**src/hdl/ps_ctrl_pkg.sv**
```systemverilog
package ps_ctrl_pkg;

    // bus geometry
    localparam int DATA_WIDTH       = 32;
    localparam int STRB_WIDTH       = DATA_WIDTH / 8;
    localparam int ADDR_FIELD_WIDTH = 8;

    // system registers
    localparam logic [ADDR_FIELD_WIDTH-1:0] ADDR_AP_CTRL = 8'h00;
    localparam logic [ADDR_FIELD_WIDTH-1:0] ADDR_GIE     = 8'h04;
    localparam logic [ADDR_FIELD_WIDTH-1:0] ADDR_IER     = 8'h08;
    localparam logic [ADDR_FIELD_WIDTH-1:0] ADDR_ISR     = 8'h0c;

    // core scalars, one word per core; status words follow them
    localparam logic [ADDR_FIELD_WIDTH-1:0] ADDR_CORE_SCALAR_BASE = 8'h30;

    localparam logic [1:0] AXI_RESP_OKAY = 2'b00;

    // one accepted write, valid for a single cycle
    typedef struct packed {
        logic                        valid;
        logic [ADDR_FIELD_WIDTH-1:0] addr;
        logic [DATA_WIDTH-1:0]       data;
        logic [STRB_WIDTH-1:0]       strb;
    } reg_write_t;

    // control word layout at 0x00
    typedef struct packed {
        logic [31:8] rsvd_hi;
        logic        auto_restart;
        logic [6:4]  rsvd_lo;
        logic        ready;
        logic        idle;
        logic        done;
        logic        start;
    } ap_ctrl_bits_t;

    // fields on the register side, raw word on the bus side
    typedef union packed {
        ap_ctrl_bits_t         bits;
        logic [DATA_WIDTH-1:0] raw;
    } ap_ctrl_word_u;

    // shared by ier and isr
    typedef struct packed {
        logic ready;
        logic done;
    } irq_bits_t;

endpackage

```
**src/hdl/ap_ctrl_regs.sv**
```systemverilog
`timescale 1ns/100ps

module ap_ctrl_regs
    import ps_ctrl_pkg::*;
(
    input  logic          clk,
    input  logic          rst_n,
    input  reg_write_t    wr_req,
    input  logic          ctrl_read_pulse,
    // accelerator handshake
    input  logic          ap_done,
    input  logic          ap_idle,
    input  logic          ap_ready,
    output logic          ap_start,
    // register values for the read port
    output ap_ctrl_word_u ctrl_word,
    output logic          gie,
    output irq_bits_t     ier,
    output irq_bits_t     isr,
    output logic          interrupt
);

    ap_ctrl_word_u wr_word;
    irq_bits_t     wr_irq;
    logic          ctrl_wr;
    logic          gie_wr;
    logic          ier_wr;
    logic          isr_wr;

    logic          done_q;
    logic          idle_q;
    logic          ready_q;
    logic          auto_restart_q;

    // incoming data seen as control fields and as irq bits
    assign wr_word.raw = wr_req.data;
    assign wr_irq      = wr_req.data[$bits(irq_bits_t)-1:0];

    // only the low byte lane carries these registers
    assign ctrl_wr = wr_req.valid && wr_req.strb[0] && (wr_req.addr == ADDR_AP_CTRL);
    assign gie_wr  = wr_req.valid && wr_req.strb[0] && (wr_req.addr == ADDR_GIE);
    assign ier_wr  = wr_req.valid && wr_req.strb[0] && (wr_req.addr == ADDR_IER);
    assign isr_wr  = wr_req.valid && wr_req.strb[0] && (wr_req.addr == ADDR_ISR);

    always_ff @(posedge clk) begin
        if (!rst_n) begin
            ap_start       <= 1'b0;
            done_q         <= 1'b0;
            idle_q         <= 1'b0;
            ready_q        <= 1'b0;
            auto_restart_q <= 1'b0;
        end else begin
            // start held until done, unless auto restart keeps it up
            if (ctrl_wr && wr_word.bits.start) begin
                ap_start <= 1'b1;
            end else if (ap_done) begin
                ap_start <= auto_restart_q;
            end
            // clear on read, a new done takes priority
            if (ap_done) begin
                done_q <= 1'b1;
            end else if (ctrl_read_pulse) begin
                done_q <= 1'b0;
            end
            idle_q  <= ap_idle;
            ready_q <= ap_ready;
            if (ctrl_wr) begin
                auto_restart_q <= wr_word.bits.auto_restart;
            end
        end
    end

    always_ff @(posedge clk) begin
        if (!rst_n) begin
            gie <= 1'b0;
            ier <= '0;
            isr <= '0;
        end else begin
            if (gie_wr) begin
                gie <= wr_req.data[0];
            end
            if (ier_wr) begin
                ier <= wr_irq;
            end
            // events set, writes of 1 toggle
            if (ier.done && ap_done) begin
                isr.done <= 1'b1;
            end else if (isr_wr) begin
                isr.done <= isr.done ^ wr_irq.done;
            end
            if (ier.ready && ap_ready) begin
                isr.ready <= 1'b1;
            end else if (isr_wr) begin
                isr.ready <= isr.ready ^ wr_irq.ready;
            end
        end
    end

    always_comb begin
        ctrl_word                   = '0;
        ctrl_word.bits.start        = ap_start;
        ctrl_word.bits.done         = done_q;
        ctrl_word.bits.idle         = idle_q;
        ctrl_word.bits.ready        = ready_q;
        ctrl_word.bits.auto_restart = auto_restart_q;
    end

    assign interrupt = gie & (isr.done | isr.ready);

endmodule

```
**src/hdl/axil_read_port.sv**
```systemverilog
`timescale 1ns/100ps

module axil_read_port
    import ps_ctrl_pkg::*;
#(
    parameter int NUM_CORES  = 4,
    parameter int ADDR_WIDTH = 8
) (
    input  logic                                 clk,
    input  logic                                 rst_n,
    // ar channel
    input  logic                                 arvalid,
    output logic                                 arready,
    input  logic [ADDR_WIDTH-1:0]                araddr,
    // r channel
    output logic                                 rvalid,
    input  logic                                 rready,
    output logic [DATA_WIDTH-1:0]                rdata,
    output logic [1:0]                           rresp,
    // register sources
    input  ap_ctrl_word_u                        ctrl_word,
    input  logic                                 gie,
    input  irq_bits_t                            ier,
    input  irq_bits_t                            isr,
    input  logic [NUM_CORES-1:0][DATA_WIDTH-1:0] core_scalar,
    input  logic [NUM_CORES-1:0][DATA_WIDTH-1:0] core_status,
    output logic                                 ctrl_read_pulse
);

    localparam logic RD_IDLE = 1'b0;
    localparam logic RD_DATA = 1'b1;
    localparam int   IRQ_W   = $bits(irq_bits_t);

    // status block sits right after the last scalar
    localparam logic [ADDR_FIELD_WIDTH-1:0] STATUS_BASE =
        ADDR_CORE_SCALAR_BASE + ADDR_FIELD_WIDTH'(4 * NUM_CORES);

    logic                        state;
    logic                        ar_hs;
    logic [ADDR_FIELD_WIDTH-1:0] raddr;
    logic [DATA_WIDTH-1:0]       rd_word;

    assign arready = (state == RD_IDLE);
    assign rvalid  = (state == RD_DATA);
    assign rresp   = AXI_RESP_OKAY;
    assign ar_hs   = arvalid & arready;
    assign raddr   = ADDR_FIELD_WIDTH'(araddr);

    always_ff @(posedge clk) begin
        if (!rst_n) begin
            state <= RD_IDLE;
        end else if (state == RD_IDLE) begin
            if (arvalid) state <= RD_DATA;
        end else if (rready) begin
            state <= RD_IDLE;
        end
    end

    // unmapped offsets fall through as zero
    always_comb begin
        rd_word = '0;
        case (raddr)
            ADDR_AP_CTRL: rd_word = ctrl_word.raw;
            ADDR_GIE:     rd_word = {{(DATA_WIDTH-1){1'b0}}, gie};
            ADDR_IER:     rd_word = {{(DATA_WIDTH-IRQ_W){1'b0}}, ier};
            ADDR_ISR:     rd_word = {{(DATA_WIDTH-IRQ_W){1'b0}}, isr};
            default: begin
                for (int i = 0; i < NUM_CORES; i++) begin
                    if (raddr == ADDR_CORE_SCALAR_BASE + ADDR_FIELD_WIDTH'(4 * i)) begin
                        rd_word = core_scalar[i];
                    end
                    if (raddr == STATUS_BASE + ADDR_FIELD_WIDTH'(4 * i)) begin
                        rd_word = core_status[i];
                    end
                end
            end
        endcase
    end

    // data captured at acceptance and held while rvalid waits
    always_ff @(posedge clk) begin
        if (ar_hs) begin
            rdata <= rd_word;
        end
    end

    // lets the control block clear done on the same edge
    assign ctrl_read_pulse = ar_hs && (raddr == ADDR_AP_CTRL);

endmodule

```
**src/hdl/axil_write_port.sv**
```systemverilog
`timescale 1ns/100ps

module axil_write_port
    import ps_ctrl_pkg::*;
#(
    parameter int ADDR_WIDTH = 8
) (
    input  logic                  clk,
    input  logic                  rst_n,
    // aw channel
    input  logic                  awvalid,
    output logic                  awready,
    input  logic [ADDR_WIDTH-1:0] awaddr,
    // w channel
    input  logic                  wvalid,
    output logic                  wready,
    input  logic [DATA_WIDTH-1:0] wdata,
    input  logic [STRB_WIDTH-1:0] wstrb,
    // b channel
    output logic                  bvalid,
    input  logic                  bready,
    output logic [1:0]            bresp,
    // register write request
    output reg_write_t            wr_req
);

    localparam logic [1:0] WR_IDLE = 2'd0;
    localparam logic [1:0] WR_DATA = 2'd1;
    localparam logic [1:0] WR_RESP = 2'd2;

    logic [1:0]            state;
    logic [1:0]            state_next;
    logic [ADDR_WIDTH-1:0] waddr;
    logic                  aw_hs;
    logic                  w_hs;

    assign awready = (state == WR_IDLE);
    assign wready  = (state == WR_DATA);
    assign bvalid  = (state == WR_RESP);
    assign bresp   = AXI_RESP_OKAY;

    assign aw_hs = awvalid & awready;
    assign w_hs  = wvalid & wready;

    always_ff @(posedge clk) begin
        if (!rst_n) begin
            state <= WR_IDLE;
        end else begin
            state <= state_next;
        end
    end

    always_comb begin
        state_next = state;
        case (state)
            WR_IDLE: if (awvalid) state_next = WR_DATA;
            WR_DATA: if (wvalid) state_next = WR_RESP;
            WR_RESP: if (bready) state_next = WR_IDLE;
            default: state_next = WR_IDLE;
        endcase
    end

    // address held until the data beat arrives
    always_ff @(posedge clk) begin
        if (aw_hs) begin
            waddr <= awaddr;
        end
    end

    // request goes out in the same cycle as the w handshake
    assign wr_req.valid = w_hs;
    assign wr_req.addr  = ADDR_FIELD_WIDTH'(waddr);
    assign wr_req.data  = wdata;
    assign wr_req.strb  = wstrb;

endmodule

```
**src/hdl/core_channel.sv**
```systemverilog
`timescale 1ns/100ps

module core_channel
    import ps_ctrl_pkg::*;
#(
    parameter int CORE_INDEX = 0
) (
    input  logic                  clk,
    input  logic                  rst_n,
    input  reg_write_t            wr_req,
    output logic [DATA_WIDTH-1:0] scalar
);

    localparam int BYTE_W = DATA_WIDTH / STRB_WIDTH;

    // this channel's word in the scalar block
    localparam logic [ADDR_FIELD_WIDTH-1:0] SCALAR_ADDR =
        ADDR_CORE_SCALAR_BASE + ADDR_FIELD_WIDTH'(4 * CORE_INDEX);

    logic hit;

    assign hit = wr_req.valid && (wr_req.addr == SCALAR_ADDR);

    // unstrobed bytes keep their old value
    always_ff @(posedge clk) begin
        if (!rst_n) begin
            scalar <= '0;
        end else if (hit) begin
            for (int b = 0; b < STRB_WIDTH; b++) begin
                if (wr_req.strb[b]) begin
                    scalar[b*BYTE_W +: BYTE_W] <= wr_req.data[b*BYTE_W +: BYTE_W];
                end
            end
        end
    end

endmodule

```
**src/hdl/ps_ctrl_top.sv**
```systemverilog
`timescale 1ns/100ps

module ps_ctrl_top
    import ps_ctrl_pkg::*;
#(
    parameter int NUM_CORES  = 4,
    parameter int ADDR_WIDTH = 8
) (
    input  logic                                 clk,
    input  logic                                 rst_n,
    // axi4-lite slave
    input  logic                                 s_axi_awvalid,
    output logic                                 s_axi_awready,
    input  logic [ADDR_WIDTH-1:0]                s_axi_awaddr,
    input  logic                                 s_axi_wvalid,
    output logic                                 s_axi_wready,
    input  logic [DATA_WIDTH-1:0]                s_axi_wdata,
    input  logic [STRB_WIDTH-1:0]                s_axi_wstrb,
    output logic                                 s_axi_bvalid,
    input  logic                                 s_axi_bready,
    output logic [1:0]                           s_axi_bresp,
    input  logic                                 s_axi_arvalid,
    output logic                                 s_axi_arready,
    input  logic [ADDR_WIDTH-1:0]                s_axi_araddr,
    output logic                                 s_axi_rvalid,
    input  logic                                 s_axi_rready,
    output logic [DATA_WIDTH-1:0]                s_axi_rdata,
    output logic [1:0]                           s_axi_rresp,
    // accelerator side
    output logic                                 ap_start,
    input  logic                                 ap_done,
    input  logic                                 ap_idle,
    input  logic                                 ap_ready,
    output logic [NUM_CORES-1:0][DATA_WIDTH-1:0] core_scalar,
    input  logic [NUM_CORES-1:0][DATA_WIDTH-1:0] core_status,
    output logic                                 interrupt
);

    reg_write_t    wr_req;
    ap_ctrl_word_u ctrl_word;
    logic          gie;
    irq_bits_t     ier;
    irq_bits_t     isr;
    logic          ctrl_read_pulse;

    axil_write_port #(
        .ADDR_WIDTH(ADDR_WIDTH)
    ) i_axil_write_port (
        .clk    (clk),
        .rst_n  (rst_n),
        .awvalid(s_axi_awvalid),
        .awready(s_axi_awready),
        .awaddr (s_axi_awaddr),
        .wvalid (s_axi_wvalid),
        .wready (s_axi_wready),
        .wdata  (s_axi_wdata),
        .wstrb  (s_axi_wstrb),
        .bvalid (s_axi_bvalid),
        .bready (s_axi_bready),
        .bresp  (s_axi_bresp),
        .wr_req (wr_req)
    );

    ap_ctrl_regs i_ap_ctrl_regs (
        .clk            (clk),
        .rst_n          (rst_n),
        .wr_req         (wr_req),
        .ctrl_read_pulse(ctrl_read_pulse),
        .ap_done        (ap_done),
        .ap_idle        (ap_idle),
        .ap_ready       (ap_ready),
        .ap_start       (ap_start),
        .ctrl_word      (ctrl_word),
        .gie            (gie),
        .ier            (ier),
        .isr            (isr),
        .interrupt      (interrupt)
    );

    // one scalar register per core, each decoding its own word
    for (genvar g = 0; g < NUM_CORES; g++) begin : g_core
        core_channel #(
            .CORE_INDEX(g)
        ) i_core_channel (
            .clk   (clk),
            .rst_n (rst_n),
            .wr_req(wr_req),
            .scalar(core_scalar[g])
        );
    end

    axil_read_port #(
        .NUM_CORES (NUM_CORES),
        .ADDR_WIDTH(ADDR_WIDTH)
    ) i_axil_read_port (
        .clk            (clk),
        .rst_n          (rst_n),
        .arvalid        (s_axi_arvalid),
        .arready        (s_axi_arready),
        .araddr         (s_axi_araddr),
        .rvalid         (s_axi_rvalid),
        .rready         (s_axi_rready),
        .rdata          (s_axi_rdata),
        .rresp          (s_axi_rresp),
        .ctrl_word      (ctrl_word),
        .gie            (gie),
        .ier            (ier),
        .isr            (isr),
        .core_scalar    (core_scalar),
        .core_status    (core_status),
        .ctrl_read_pulse(ctrl_read_pulse)
    );

endmodule

```
**config.mk**
```make
export PLATFORM = sky130hd
export DESIGN_NAME = ps_ctrl_top
export DESIGN_NICKNAME = d
export VERILOG_FILES = /design/src/hdl/ps_ctrl_pkg.sv /design/src/hdl/ap_ctrl_regs.sv /design/src/hdl/axil_read_port.sv /design/src/hdl/axil_write_port.sv /design/src/hdl/core_channel.sv /design/src/hdl/ps_ctrl_top.sv
export SDC_FILE = /design/constraint.sdc
export NUM_CORES = 1
export LEC_CHECK = 0
export ABC_AREA = 1
export BUFFER_PORTS_ARGS = -buffer_cell sky130_fd_sc_hd__clkbuf_2
export CORE_ASPECT_RATIO = 0.6
export CORE_UTILIZATION = 40
export CTS_CLUSTER_SIZE = 20
export DETAILED_ROUTE_END_ITERATION = 7
export PLACE_DENSITY = 0.71
export SYNTH_ARGS = -nofsm -noshare
export SYNTH_HDL_FRONTEND = slang
export SYNTH_SLANG_ARGS = --single-unit
```
**constraint.sdc**
```tcl
create_clock -name clk -period 1.9 [get_ports clk]
set_clock_uncertainty 0.15 [all_clocks]
set_input_delay 0.19 -clock clk [delete_from_list [all_inputs] [get_ports clk]]
set_output_delay 0.19 -clock clk [all_outputs]
set_load 0.01 [all_outputs]
```
==> metrics.md <==
| Metric | Value |
|---|---|
| Run status | `complete, no violations` |
| Detailed-routing iteration count for the pre-antenna-repair pass | `5` |
| Wire length per cell after detailed routing | `about 18 µm` |
| Crit Path Max Fanout | `16` |
| Worst slack at placement | `-0.253 ns` |
| Post-synthesis instance area | `between 8000 and 9000 µm²` |
| Total of flip-flops plus latches after synthesis | `181` |
| Final count of pins violating max slew | `0` |
| Synth area leader | `dfxtp_1` |
| I/O pin total | `361` |
| Cells along the critical path | `or2_4 > nor3_4 > buf_12 > nand3_4 > o21ai_0 > a21oi_1` |
| Initial core utilization | `0.417` |
| Critical-path top delay cell | `edfxtp_1` |
| Total global-route track usage | `0.305` |
| Shortest period the worst path allows | `roughly 1.8 ns` |
| Type of element capturing the critical path | `flop` |
| Worst relative slew slack | `0.585` |
| Warning count from the yosys run | `0` |
| Total clock buffers created by CTS | `17` |
| Maximum clock path buffer count | `2` |
| Maximum number of pins on one net before global-route repair | `81` |
| Maximum single-stage delay on the critical path | `0.36 ns` |
| Setup slack of the critical path after layout | `0.0724 ns` |
| Startpoint kind of the worst setup timing path | `flop` |
| Worst path required time | `roughly 2.1 ns` |
| Maximum operating frequency | `between 500 and 600 MHz` |
| CTS clk-pin slew, worst paths | `0.07 ns` |
| Remaining global-route overflow | `0` |
| Clock tree from TritonCTS | `built` |
| Post-route antenna net violation count | `0` |
| Final Routed Wirelength | `between 30000 and 40000 µm` |
| Post-Route Setup TNS | `0 ns` |
| Total of buffers placed on input and output ports | `356` |
| Leading post-synthesis cells by cell area | `dfxtp_1, edfxtp_1, inv_1` |
| Total number of H-tree levels | `4` |
| Detailed placer's ending HPWL | `26200 µm` |
| Clock sink count | `181` |
| Hold slack final | `0.0218 ns` |
| Later-pin clock latency in the skew report | `0.43 ns` |
| Unrepaired setup endpoints after global routing | `yes` |
| Net count of the finished layout | `roughly 1900` |
| Vias | `10300` |
| Floorplan row count | `~40` |
| Worst hold path class | `primary input to flop` |
| Starting DRC count in detailed routing | `slightly above 800` |
| Part of the Yosys area used for sequential elements | `0.450` |
| Overall power of the completed layout | `~8.5 mW` |
| Avg Vias per Cell | `~5.1` |
| Gate family responsible for the most delay along the worst path | `simple AND/OR/NAND/NOR gates` |
| Number of cells produced by synthesis | `roughly 1300` |
| Final Hold Vio Count | `0` |
| Y dimension of the die | `118 µm` |
| Maximum VDD drop | `0.610 mV` |
| Overall die width | `195 µm` |
| CTS Root Buffer Type | `clkbuf_16` |
| Mean Syn Cell Area | `7.14 µm²` |
| Synthesis-to-finish area growth | `44.7%` |
| Critical Path AT | `1.98 ns` |
| Via count of the first global-routing pass | `9606` |
| Share of final-layout standard cells stronger than drive strength 1 | `0.288` |
| Power density over the cells | `approximately 650 nW/µm²` |
| Unique cell type count in the Yosys netlist | `35` |
| Antenna violations before repair | `0` |
| RD Place Congestion | `between 0.9 and 1` |
| Crit Path Class | `flop to flop` |
| Leak | `between 5 and 6 nW` |
| Floorplan core area | `21400 µm²` |
| Bufs and invs on worst path | `1` |
| First-pass GRT wire length | `53600 µm` |
| Setup-violating endpoint count in the final report | `0` |
| Top-area cell type share of the netlist area | `0.316` |
| Period utilisation layout | `0.962` |
| Remaining DRCs | `0` |
| Final core utilization | `0.603` |
| Area enclosed by the die boundary | `23000 µm²` |
| Slew at the pin closest to its max-slew limit | `slightly above 0.6 ns` |
| Number of violations of the max-capacitance limit | `0` |
## report_power, final
part / leakage, nW / switching [mW] / total [mW] / internal, mW
combinational: 4.03 / 0.413 / 0.800 / 0.387
clock: 0.290 / 1.50 / 3.64 / 2.14
sequential: 1.53 / 0.0305 / 4.02 / 3.99
## state kept, by name (all words and copies together) (netlist names)
name                           flops
g_core.i_core_channel.scalar     128
i_ap_ctrl_regs.ap_start            1
i_ap_ctrl_regs.auto_restart_q      1
i_ap_ctrl_regs.done_q              1
i_ap_ctrl_regs.gie                 1
i_ap_ctrl_regs.idle_q              1
i_ap_ctrl_regs.ier                 2
i_ap_ctrl_regs.isr                 2
i_ap_ctrl_regs.ready_q             1
i_axil_read_port.rdata            32
i_axil_read_port.rvalid            1
i_axil_write_port.state            2
i_axil_write_port.waddr            8
## logic make-up after synthesis
| group | count (synthesis) | synth area share |
|---|---|---|
| flops | 181 | 0.450 |
| other cells | 1 | 0.000419 |
| buf+inv | 296 | 0.135 |
| simple gates | 457 | 0.236 |
| compound gates | 317 | 0.178 |
## cells in the final DEF, fill, tap and decap left out, types with 6 or more instances in the layout
master,instances
clkbuf_16,19
nand2_1,218
or2_2,18
nor2_2,6
nand4_1,32
o21ai_1,19
clkbuf_2,355
nand3_2,6
inv_1,222
nand3_1,78
edfxtp_1,40
buf_4,48
dlygate4sd3_1,88
buf_12,15
a21oi_1,146
dfxtp_1,141
nor2_1,74
inv_2,7
o21ai_0,147
## metrics by stage
stage | std cells | instance area (µm²)
after detailed placement | 1884 | 11400
after CTS | 2003 | 12900
after global routing | 2007 | 12900
after floorplan | 1255 | 8950
final | 2008 | 12900
after global placement | 1884 | 11400
## Yosys cell counts, drive strengths merged
master,number
clkinv,1
conb,1
nand3b,4
nand3,87
o21a,1
edfxtp,40
a211oi,1
nand2,221
inv,229
o21ai,166
nor2,83
nor3,10
nand4,32
a31oi,2
buf,33
o22ai,1
or2,20
a21oi,146
dfxtp,141
clkbuf,33
## per-layer routing
| metal | global-route usage | routed length (µm) |
|---|---|---|
| met1 | 0.414 | 15500 |
| met2 | 0.479 | 16000 |
| met3 | 0.0653 | 3640 |
| met4 | 0.109 | 981 |
| met5 | 0 | 0 |
## final cells by class
cell class                      count  area (µm²)
Fill cell                        1979        8510
Sequential cell                   181        4020
Multi-Input combinational cell    779        3770
Timing Repair Buffer              507        3330
Inverter                          230         863
Clock buffer                       29         563
Tap cell                          279         349
Clock inverter                      2        37.5
Antenna cell                        1        2.50
## final timing paths
kind / endpoint / cells after the start / slack (ns) / start
setup / recovery: g_core[3].i_core_channel.scalar[27] / 6 / 0.07 / i_axil_write_port.waddr[1]
setup reg to reg: g_core[3].i_core_channel.scalar[27] / 6 / 0.07 / i_axil_write_port.waddr[1]
hold reg to reg: g_core[2].i_core_channel.scalar[18] / 2 / 0.31 / g_core[2].i_core_channel.scalar[18]
hold / removal: i_axil_read_port.rdata[6] / 5 / 0.02 / core_status[70]
## timing repair
| item | 4_1_cts | 5_1_grt |
|---|---|---|
| buffers inserted | 0 | 3 |
| endpoints found under the hold margin | 164 | 0 |
| resized for setup | 0 | 17 |
| hold buffers | 88 | 0 |
| setup endpoints to repair | 0 | 47 |
## tightest hold or removal path: cells and delay by family
| kind | cells | cell delay, ns |
|---|---|---|
| buffers and inverters | 2 | 0.12 |
| AND/OR/NAND/NOR | 3 | 0.19 |
No activity file was read; power rests on OpenSTA's default activity.
